**config.mk**
```make
export PLATFORM = sky130hd
export DESIGN_NAME = axi_mem_slave
export DESIGN_NICKNAME = d
export VERILOG_FILES = /design/src/axi_mem_pkg.sv /design/src/axi_burst_addr.sv /design/src/axi_mem_array.sv /design/src/axi_write_ctrl.sv /design/src/axi_read_ctrl.sv /design/src/axi_mem_slave.sv
export SDC_FILE = /design/constraint.sdc
export NUM_CORES = 1
export LEC_CHECK = 0
export BUFFER_PORTS_ARGS = -buffer_cell sky130_fd_sc_hd__buf_2
export CAP_MARGIN = 0
export CORE_MARGIN = 2
export CORE_UTILIZATION = 50
export DETAILED_ROUTE_END_ITERATION = 12
export GPL_TIMING_DRIVEN = 0
export HOLD_SLACK_MARGIN = 0.02
export PLACE_DENSITY_LB_ADDON = 0.25
export SYNTH_ARGS = -nofsm -noshare
export SYNTH_HDL_FRONTEND = slang
export SYNTH_HIERARCHICAL = 1
export SYNTH_SLANG_ARGS = --single-unit
```
**constraint.sdc**
```tcl
create_clock -name aclk -period 11.3 [get_ports aclk]
set_input_delay 1.695 -clock aclk [delete_from_list [all_inputs] [get_ports aclk]]
set_output_delay 1.695 -clock aclk [all_outputs]
set_load 0.02 [all_outputs]
```
**src/axi_mem_pkg.sv**
```systemverilog
// axi memory slave shared widths, encodings and channel structs
`default_nettype none

package axi_mem_pkg;

  // ----------------------------------------
  // sizes
  // ----------------------------------------
  localparam int ADDR_W     = 4;
  localparam int DATA_W     = 32;
  // burst length field holds beats minus one
  localparam int LEN_W      = 4;
  localparam int MEM_DEPTH  = 16;
  localparam int WRAP_BEATS = 4;

  // ----------------------------------------
  // encodings
  // ----------------------------------------
  typedef enum logic [1:0] {
    BURST_FIXED    = 2'b00,
    BURST_INCR     = 2'b01,
    BURST_WRAP     = 2'b10,
    BURST_RESERVED = 2'b11
  } burst_e;

  typedef enum logic [1:0] {
    RESP_OKAY   = 2'b00,
    RESP_SLVERR = 2'b10
  } resp_e;

  // ----------------------------------------
  // channel payloads
  // ----------------------------------------
  // used for both aw and ar
  typedef struct packed {
    logic [ADDR_W-1:0] addr;
    logic [LEN_W-1:0]  len;
    burst_e            burst;
  } addr_req_t;

  // one read data beat
  typedef struct packed {
    logic [DATA_W-1:0] data;
    resp_e             resp;
    logic              last;
  } r_beat_t;

endpackage

`default_nettype wire

```
**src/axi_burst_addr.sv**
```systemverilog
// burst address generator with a beat counter and fixed, incr and wrap addressing
`default_nettype none

module axi_burst_addr (
  input  logic                            aclk,
  input  logic                            aresetn,
  input  logic                            start,
  input  axi_mem_pkg::addr_req_t          req,
  input  logic                            advance,
  output logic [axi_mem_pkg::ADDR_W-1:0]  addr,
  output logic                            last
);
  import axi_mem_pkg::*;

  addr_req_t         req_q;
  logic [LEN_W-1:0]  beat_cnt;
  logic [ADDR_W-1:0] wrap_off;

  always_ff @(posedge aclk or negedge aresetn) begin
    if (!aresetn) begin
      req_q    <= '0;
      beat_cnt <= '0;
    end else if (start) begin
      req_q    <= req;
      beat_cnt <= '0;
    end else if (advance) begin
      beat_cnt <= beat_cnt + 1'b1;
    end
  end

  // wrap offset repeats every four beats
  assign wrap_off = ADDR_W'(beat_cnt % WRAP_BEATS);

  // sums truncate to ADDR_W, so the address rolls over the array
  always_comb begin
    case (req_q.burst)
      BURST_INCR: addr = req_q.addr + ADDR_W'(beat_cnt);
      BURST_WRAP: addr = req_q.addr + wrap_off;
      default:    addr = req_q.addr;
    endcase
  end

  assign last = (beat_cnt == req_q.len);

endmodule

`default_nettype wire

```
**src/axi_mem_array.sv**
```systemverilog
// word storage with a written flag per word, one write and one read port
`default_nettype none

module axi_mem_array (
  input  logic                            aclk,
  input  logic                            aresetn,
  input  logic                            we,
  input  logic [axi_mem_pkg::ADDR_W-1:0]  waddr,
  input  logic [axi_mem_pkg::DATA_W-1:0]  wdata,
  input  logic [axi_mem_pkg::ADDR_W-1:0]  raddr,
  output logic [axi_mem_pkg::DATA_W-1:0]  rdata,
  output logic                            rwritten
);
  import axi_mem_pkg::*;

  logic [DATA_W-1:0]    mem [MEM_DEPTH];
  logic [MEM_DEPTH-1:0] written;

  // data words
  always_ff @(posedge aclk) begin
    if (we) begin
      mem[waddr] <= wdata;
    end
  end

  // flags cleared on reset, set by any write
  always_ff @(posedge aclk or negedge aresetn) begin
    if (!aresetn) begin
      written <= '0;
    end else if (we) begin
      written[waddr] <= 1'b1;
    end
  end

  assign rdata    = mem[raddr];
  assign rwritten = written[raddr];

endmodule

`default_nettype wire

```
**src/axi_write_ctrl.sv**
```systemverilog
// write channel FSM that takes the aw request, writes w beats and returns the b response
`default_nettype none

module axi_write_ctrl (
  input  logic                            aclk,
  input  logic                            aresetn,
  input  axi_mem_pkg::addr_req_t          aw,
  input  logic                            awvalid,
  output logic                            awready,
  input  logic [axi_mem_pkg::DATA_W-1:0]  wdata,
  input  logic                            wvalid,
  output logic                            wready,
  output axi_mem_pkg::resp_e              bresp,
  output logic                            bvalid,
  input  logic                            bready,
  output logic                            mem_we,
  output logic [axi_mem_pkg::ADDR_W-1:0]  mem_waddr,
  output logic [axi_mem_pkg::DATA_W-1:0]  mem_wdata
);
  import axi_mem_pkg::*;

  typedef enum logic [1:0] {
    W_IDLE,
    W_DATA,
    W_RESP
  } wr_state_e;

  wr_state_e         state;
  wr_state_e         state_nxt;
  burst_e            burst_q;
  logic              aw_hs;
  logic              w_hs;
  logic              beat_last;
  logic [ADDR_W-1:0] beat_addr;

  // ----------------------------------------
  // handshakes
  // ----------------------------------------
  assign awready = (state == W_IDLE);
  assign wready  = (state == W_DATA);
  assign bvalid  = (state == W_RESP);
  assign aw_hs   = awvalid & awready;
  assign w_hs    = wvalid & wready;

  always_comb begin
    state_nxt = state;
    case (state)
      W_IDLE: if (aw_hs) state_nxt = W_DATA;
      W_DATA: if (w_hs && beat_last) state_nxt = W_RESP;
      W_RESP: if (bready) state_nxt = W_IDLE;
      default: state_nxt = W_IDLE;
    endcase
  end

  always_ff @(posedge aclk or negedge aresetn) begin
    if (!aresetn) begin
      state   <= W_IDLE;
      burst_q <= BURST_FIXED;
    end else begin
      state <= state_nxt;
      if (aw_hs) begin
        burst_q <= aw.burst;
      end
    end
  end

  axi_burst_addr u_burst_addr (
    .aclk    (aclk),
    .aresetn (aresetn),
    .start   (aw_hs),
    .req     (aw),
    .advance (w_hs),
    .addr    (beat_addr),
    .last    (beat_last)
  );

  // reserved bursts still consume their beats but leave memory alone
  assign mem_we    = w_hs & (burst_q != BURST_RESERVED);
  assign mem_waddr = beat_addr;
  assign mem_wdata = wdata;
  assign bresp     = RESP_OKAY;

endmodule

`default_nettype wire

```
**src/axi_read_ctrl.sv**
```systemverilog
// read channel FSM that takes the ar request and returns registered r beats
`default_nettype none

module axi_read_ctrl (
  input  logic                            aclk,
  input  logic                            aresetn,
  input  axi_mem_pkg::addr_req_t          ar,
  input  logic                            arvalid,
  output logic                            arready,
  output axi_mem_pkg::r_beat_t            r,
  output logic                            rvalid,
  input  logic                            rready,
  output logic [axi_mem_pkg::ADDR_W-1:0]  mem_raddr,
  input  logic [axi_mem_pkg::DATA_W-1:0]  mem_rdata,
  input  logic                            mem_rwritten
);
  import axi_mem_pkg::*;

  typedef enum logic {
    R_IDLE,
    R_BEAT
  } rd_state_e;

  rd_state_e state;
  burst_e    burst_q;
  logic      ar_hs;
  logic      r_hs;
  logic      fetch;
  logic      beat_last;
  r_beat_t   beat;

  assign arready = (state == R_IDLE);
  assign ar_hs   = arvalid & arready;
  assign r_hs    = rvalid & rready;

  axi_burst_addr u_burst_addr (
    .aclk    (aclk),
    .aresetn (aresetn),
    .start   (ar_hs),
    .req     (ar),
    .advance (r_hs),
    .addr    (mem_raddr),
    .last    (beat_last)
  );

  // ----------------------------------------
  // beat lookup
  // ----------------------------------------
  always_comb begin
    beat.last = beat_last;
    if (mem_rwritten && (burst_q != BURST_RESERVED)) begin
      beat.data = mem_rdata;
      beat.resp = RESP_OKAY;
    end else begin
      beat.data = '0;
      beat.resp = RESP_SLVERR;
    end
  end

  // fetch runs one cycle behind the address or beat handshake
  always_ff @(posedge aclk or negedge aresetn) begin
    if (!aresetn) begin
      state   <= R_IDLE;
      burst_q <= BURST_FIXED;
      fetch   <= 1'b0;
      rvalid  <= 1'b0;
    end else begin
      fetch <= ar_hs | (r_hs & ~r.last);
      if (ar_hs) begin
        state   <= R_BEAT;
        burst_q <= ar.burst;
      end else if (r_hs && r.last) begin
        state <= R_IDLE;
      end
      if (fetch) begin
        rvalid <= 1'b1;
      end else if (r_hs) begin
        rvalid <= 1'b0;
      end
    end
  end

  // payload only loads on fetch, so it holds under back-pressure
  always_ff @(posedge aclk) begin
    if (fetch) begin
      r <= beat;
    end
  end

endmodule

`default_nettype wire

```
**src/axi_mem_slave.sv**
```systemverilog
// axi memory slave top joining the write and read channel controllers to one word array
`default_nettype none

module axi_mem_slave (
  input  logic                            aclk,
  input  logic                            aresetn,
  // write address
  input  axi_mem_pkg::addr_req_t          aw,
  input  logic                            awvalid,
  output logic                            awready,
  // write data
  input  logic [axi_mem_pkg::DATA_W-1:0]  wdata,
  input  logic                            wvalid,
  output logic                            wready,
  // write response
  output axi_mem_pkg::resp_e              bresp,
  output logic                            bvalid,
  input  logic                            bready,
  // read address
  input  axi_mem_pkg::addr_req_t          ar,
  input  logic                            arvalid,
  output logic                            arready,
  // read data
  output axi_mem_pkg::r_beat_t            r,
  output logic                            rvalid,
  input  logic                            rready
);
  import axi_mem_pkg::*;

  logic              mem_we;
  logic [ADDR_W-1:0] mem_waddr;
  logic [DATA_W-1:0] mem_wdata;
  logic [ADDR_W-1:0] mem_raddr;
  logic [DATA_W-1:0] mem_rdata;
  logic              mem_rwritten;

  // ----------------------------------------
  // channel controllers
  // ----------------------------------------
  axi_write_ctrl u_write_ctrl (
    .aclk      (aclk),
    .aresetn   (aresetn),
    .aw        (aw),
    .awvalid   (awvalid),
    .awready   (awready),
    .wdata     (wdata),
    .wvalid    (wvalid),
    .wready    (wready),
    .bresp     (bresp),
    .bvalid    (bvalid),
    .bready    (bready),
    .mem_we    (mem_we),
    .mem_waddr (mem_waddr),
    .mem_wdata (mem_wdata)
  );

  axi_read_ctrl u_read_ctrl (
    .aclk         (aclk),
    .aresetn      (aresetn),
    .ar           (ar),
    .arvalid      (arvalid),
    .arready      (arready),
    .r            (r),
    .rvalid       (rvalid),
    .rready       (rready),
    .mem_raddr    (mem_raddr),
    .mem_rdata    (mem_rdata),
    .mem_rwritten (mem_rwritten)
  );

  // shared storage
  axi_mem_array u_mem (
    .aclk     (aclk),
    .aresetn  (aresetn),
    .we       (mem_we),
    .waddr    (mem_waddr),
    .wdata    (mem_wdata),
    .raddr    (mem_raddr),
    .rdata    (mem_rdata),
    .rwritten (mem_rwritten)
  );

endmodule

`default_nettype wire

```
==> qor.yml <==
place:
  port_buffers: 65
  globalplace.congestion: 0.732
  postPlaceCellArea_um2: 25100
  detailed_place_hpwl_um: 31100
sta:
  finalSetupViolCount: 0
  min_period_ns: 3.92
  max_freq_ghz: 0.255
  setup-tns-final_ns: 0
  grt_setup_unrepaired: "false"
  slew_headroom: 0.214
  post-route-period-util: 0.346
  slew_violations: 0
  hold_viol_final: 0
  worst_slew_pin_slew_ns: 1.18
  skew_ns: 0.0190
setup_path:
  end_kind: "register"
  crit_path_frequent_cell: "buf_6"
  cp.required_ns: 11.60
  crit_type: "in -> reg"
  critPathLaunchType: "input pin"
  r2r_end: "u_read_ctrl/r[3]"
  r2r_cells: 12
  reg2reg_from: "u_read_ctrl/u_burst_addr/beat_cnt[0]"
  critical_path.max_fanout: 9
  crit_path_top_delay_cell: "nor3_2"
  ff2ff_setup_slack_ns: 7.55
  slowest_delay_ns: 0.75
  cp_cell_sequence: "buf_2 > and3b_1 > a21boi_1 > or3b_2 > nor3_2 > buf_6 > buf_6"
  cp.arrival_ns: 4.22
clock_tree:
  path_clk_slew_ns: 0.06
  htreeDepth: 2
  postCtsSetupBuffers: 0
  hold_buffers: 0
  insertion_delay_ns: 0.61
  clock_sinks: 599
  clockBufferDepth: 3
  cts_resized: 0
  numCtsBuffers: 59
  cts_root_buf: "clkbuf_16"
  cts_tree: "yes"
flow_run:
  drv_cap: 0
synth:
  synthFlopType: "edfxtp_1"
  seq_area_frac_synth: 0.755
  yosysWarnings: 6
  async_reset_ff_frac: 0.0885
  synth-edff-count: 546
  syn_avg_cell_area_um2: 21.0
  synth.distinct_cells: 46
  ys_ff_latch: 599
  syn_area_um2: 23500
  synthCells: 1119
floorplanning:
  dieArea_um2: 48700
  core-area_um2: 46500
  die_h_um: 221
  start_util: 0.505
  die_x_um: 221
  fp-row-count: 79
  pin_count: 101
min_path:
  min_from: "u_mem/written[2]"
  min_to: "u_mem/written[2]"
  hold_depth: 1
  hp-class: "reg -> reg"
global_route:
  grt_usage: 0.215
  grt_max_degree: 54
  antenna_found_initial: 1
  grt_pass1_wl_um: 74300
  grt_overflow: 0
  grt_pass1_vias: 11600
drt:
  detail_route.drc_violations: 0
  dr.pass1.iters: 5
  drt_wl_total_um: 50300
  ant_nets: 0
  vias: 11300
  first_iter_violations: 1148
  viasPerCell: 5.85
  avgRoutedWirePerCell_um: 26.0
finish:
  final.fill_count: 3382
  register_area_um2: 17700
  layout.nets: 1346
  num_antenna_cells: 0
  multi_input_area_um2: 5160
  final_cell_mix: "546 x edfxtp_1, 114 x mux4_2, 82 x buf_2, 66 x a22oi_1, 61 x clkbuf_16"
  final_common_cell: "edfxtp_1"
  area_growth_pct: 15.4
  postLayoutCellArea_um2: 27100
  drive_gt1_frac: 0.306
run_status:
  status: "completed"
[routing by layer]
metal | track usage | up-vias | share of wire
met5 | 0 | - | 0.00026
met4 | 0.0556 | 2 | 0.021
met3 | 0.0357 | 74 | 0.059
met2 | 0.343 | 359 | 0.48
met1 | 0.312 | 6036 | 0.44
li1 | - | 4840 | -
[cell usage after synthesis (2+ instances only)]
cell type    n  area, µm²
edfxtp_1   546      16400
xor2_1      16        140
buf_12       6        120
fa_1         2       40.0
nor3_2       2       20.0
nor4_1       2       12.5
mux4_1      18        473
nor2b_1      6       37.5
nand3b_1     2       15.0
ha_1        10        125
buf_8        2       30.0
a21oi_1      4       20.0
dfrtp_1     53       1330
nor3_1       4       20.0
o21ai_1      6       30.0
and2_1      34        213
nand2_1     42        158
nand4_1      2       12.5
or2_2       16        100
mux2_1      20        225
mux2_2       2       22.5
conb_1       2       7.51
clkbuf_1    19       71.3
inv_1       13       48.8
buf_2       17       85.1
xnor2_1      2       17.5
mux2i_1      4       40.0
buf_6        5       56.3
and3_1       2       12.5
nor2_1      24       90.1
buf_1        3       11.3
buf_4       35        263
nand2b_1     4       25.0
a21o_1       2       15.0
nand3_1      3       15.0
a22oi_1     66        495
mux4_2     114       2570
[how the worst max path moves through the flow]
stage / slack [ns] / depth (start not counted) / end / startpoint
after global placement: 2.92 / 6 / u_mem/written[8] / wvalid
after global routing: 7.29 / 7 / u_mem/mem[0][7] / wvalid
final: 7.38 / 7 / u_mem/mem[0][7] / wvalid
after floorplan: 5.89 / 4 / u_mem/mem[0][0] / wvalid
after CTS: 7.37 / 7 / u_mem/mem[0][7] / wvalid
after detailed placement: 6.74 / 7 / u_mem/mem[0][8] / wvalid
[registers in the layout, summed over array words and instances, names as in the netlist, 2 cells and up]
register and cells:
u_mem/mem 512, u_write_ctrl/u_burst_addr/req_q 10, u_read_ctrl/u_burst_addr/beat_cnt 4, u_mem/written 16, u_read_ctrl/r 34, u_write_ctrl/burst_q 2
u_write_ctrl/u_burst_addr/beat_cnt 4, u_read_ctrl/u_burst_addr/req_q 10, u_write_ctrl/state 2, u_read_ctrl/burst_q 2
[critical path, delay by kind of cell]
kind | cells | cell delay, ns
AO/OA/AOI/OAI | 1 | 0.34
buffers and inverters | 3 | 0.52
AND/OR/NAND/NOR | 3 | 1.64
[cells by family after synthesis]
| logic type | count (synthesis) | synth area share |
|---|---|---|
| simple gates | 147 | 0.0333 |
| compound gates | 83 | 0.0261 |
| other cells | 2 | 0.000320 |
| mux | 158 | 0.142 |
| xor+xnor | 18 | 0.00672 |
| flops | 599 | 0.755 |
| fa+ha+maj | 12 | 0.00704 |
| buf+inv | 100 | 0.0292 |
[area by class of cell]
type / count / area share
well taps: 607 / 0.0280
multi-input cells: 421 / 0.191
flip-flops and latches: 599 / 0.654
repair buffers: 94 / 0.0294
clock buffers: 76 / 0.0599
plain buffers: 87 / 0.0235
inverters: 13 / 0.00180
clock inverters: 35 / 0.0122
[per-stage QoR]
stage | instances | hold slack [ns] | worst slack (ns) | util
after floorplan | 1120 | 0.434 | 5.89 | -
after global placement | 1792 | 0.446 | 2.92 | 0.528
after detailed placement | 1821 | 0.447 | 6.74 | 0.541
after CTS | 1932 | 0.461 | 7.37 | 0.583
after global routing | 1932 | 0.470 | 7.29 | 0.583
final | 1932 | 0.462 | 7.38 | 0.583
Power is not shown: default switching activity piles up to over one toggle a cycle in this logic, so the estimate is an artifact.
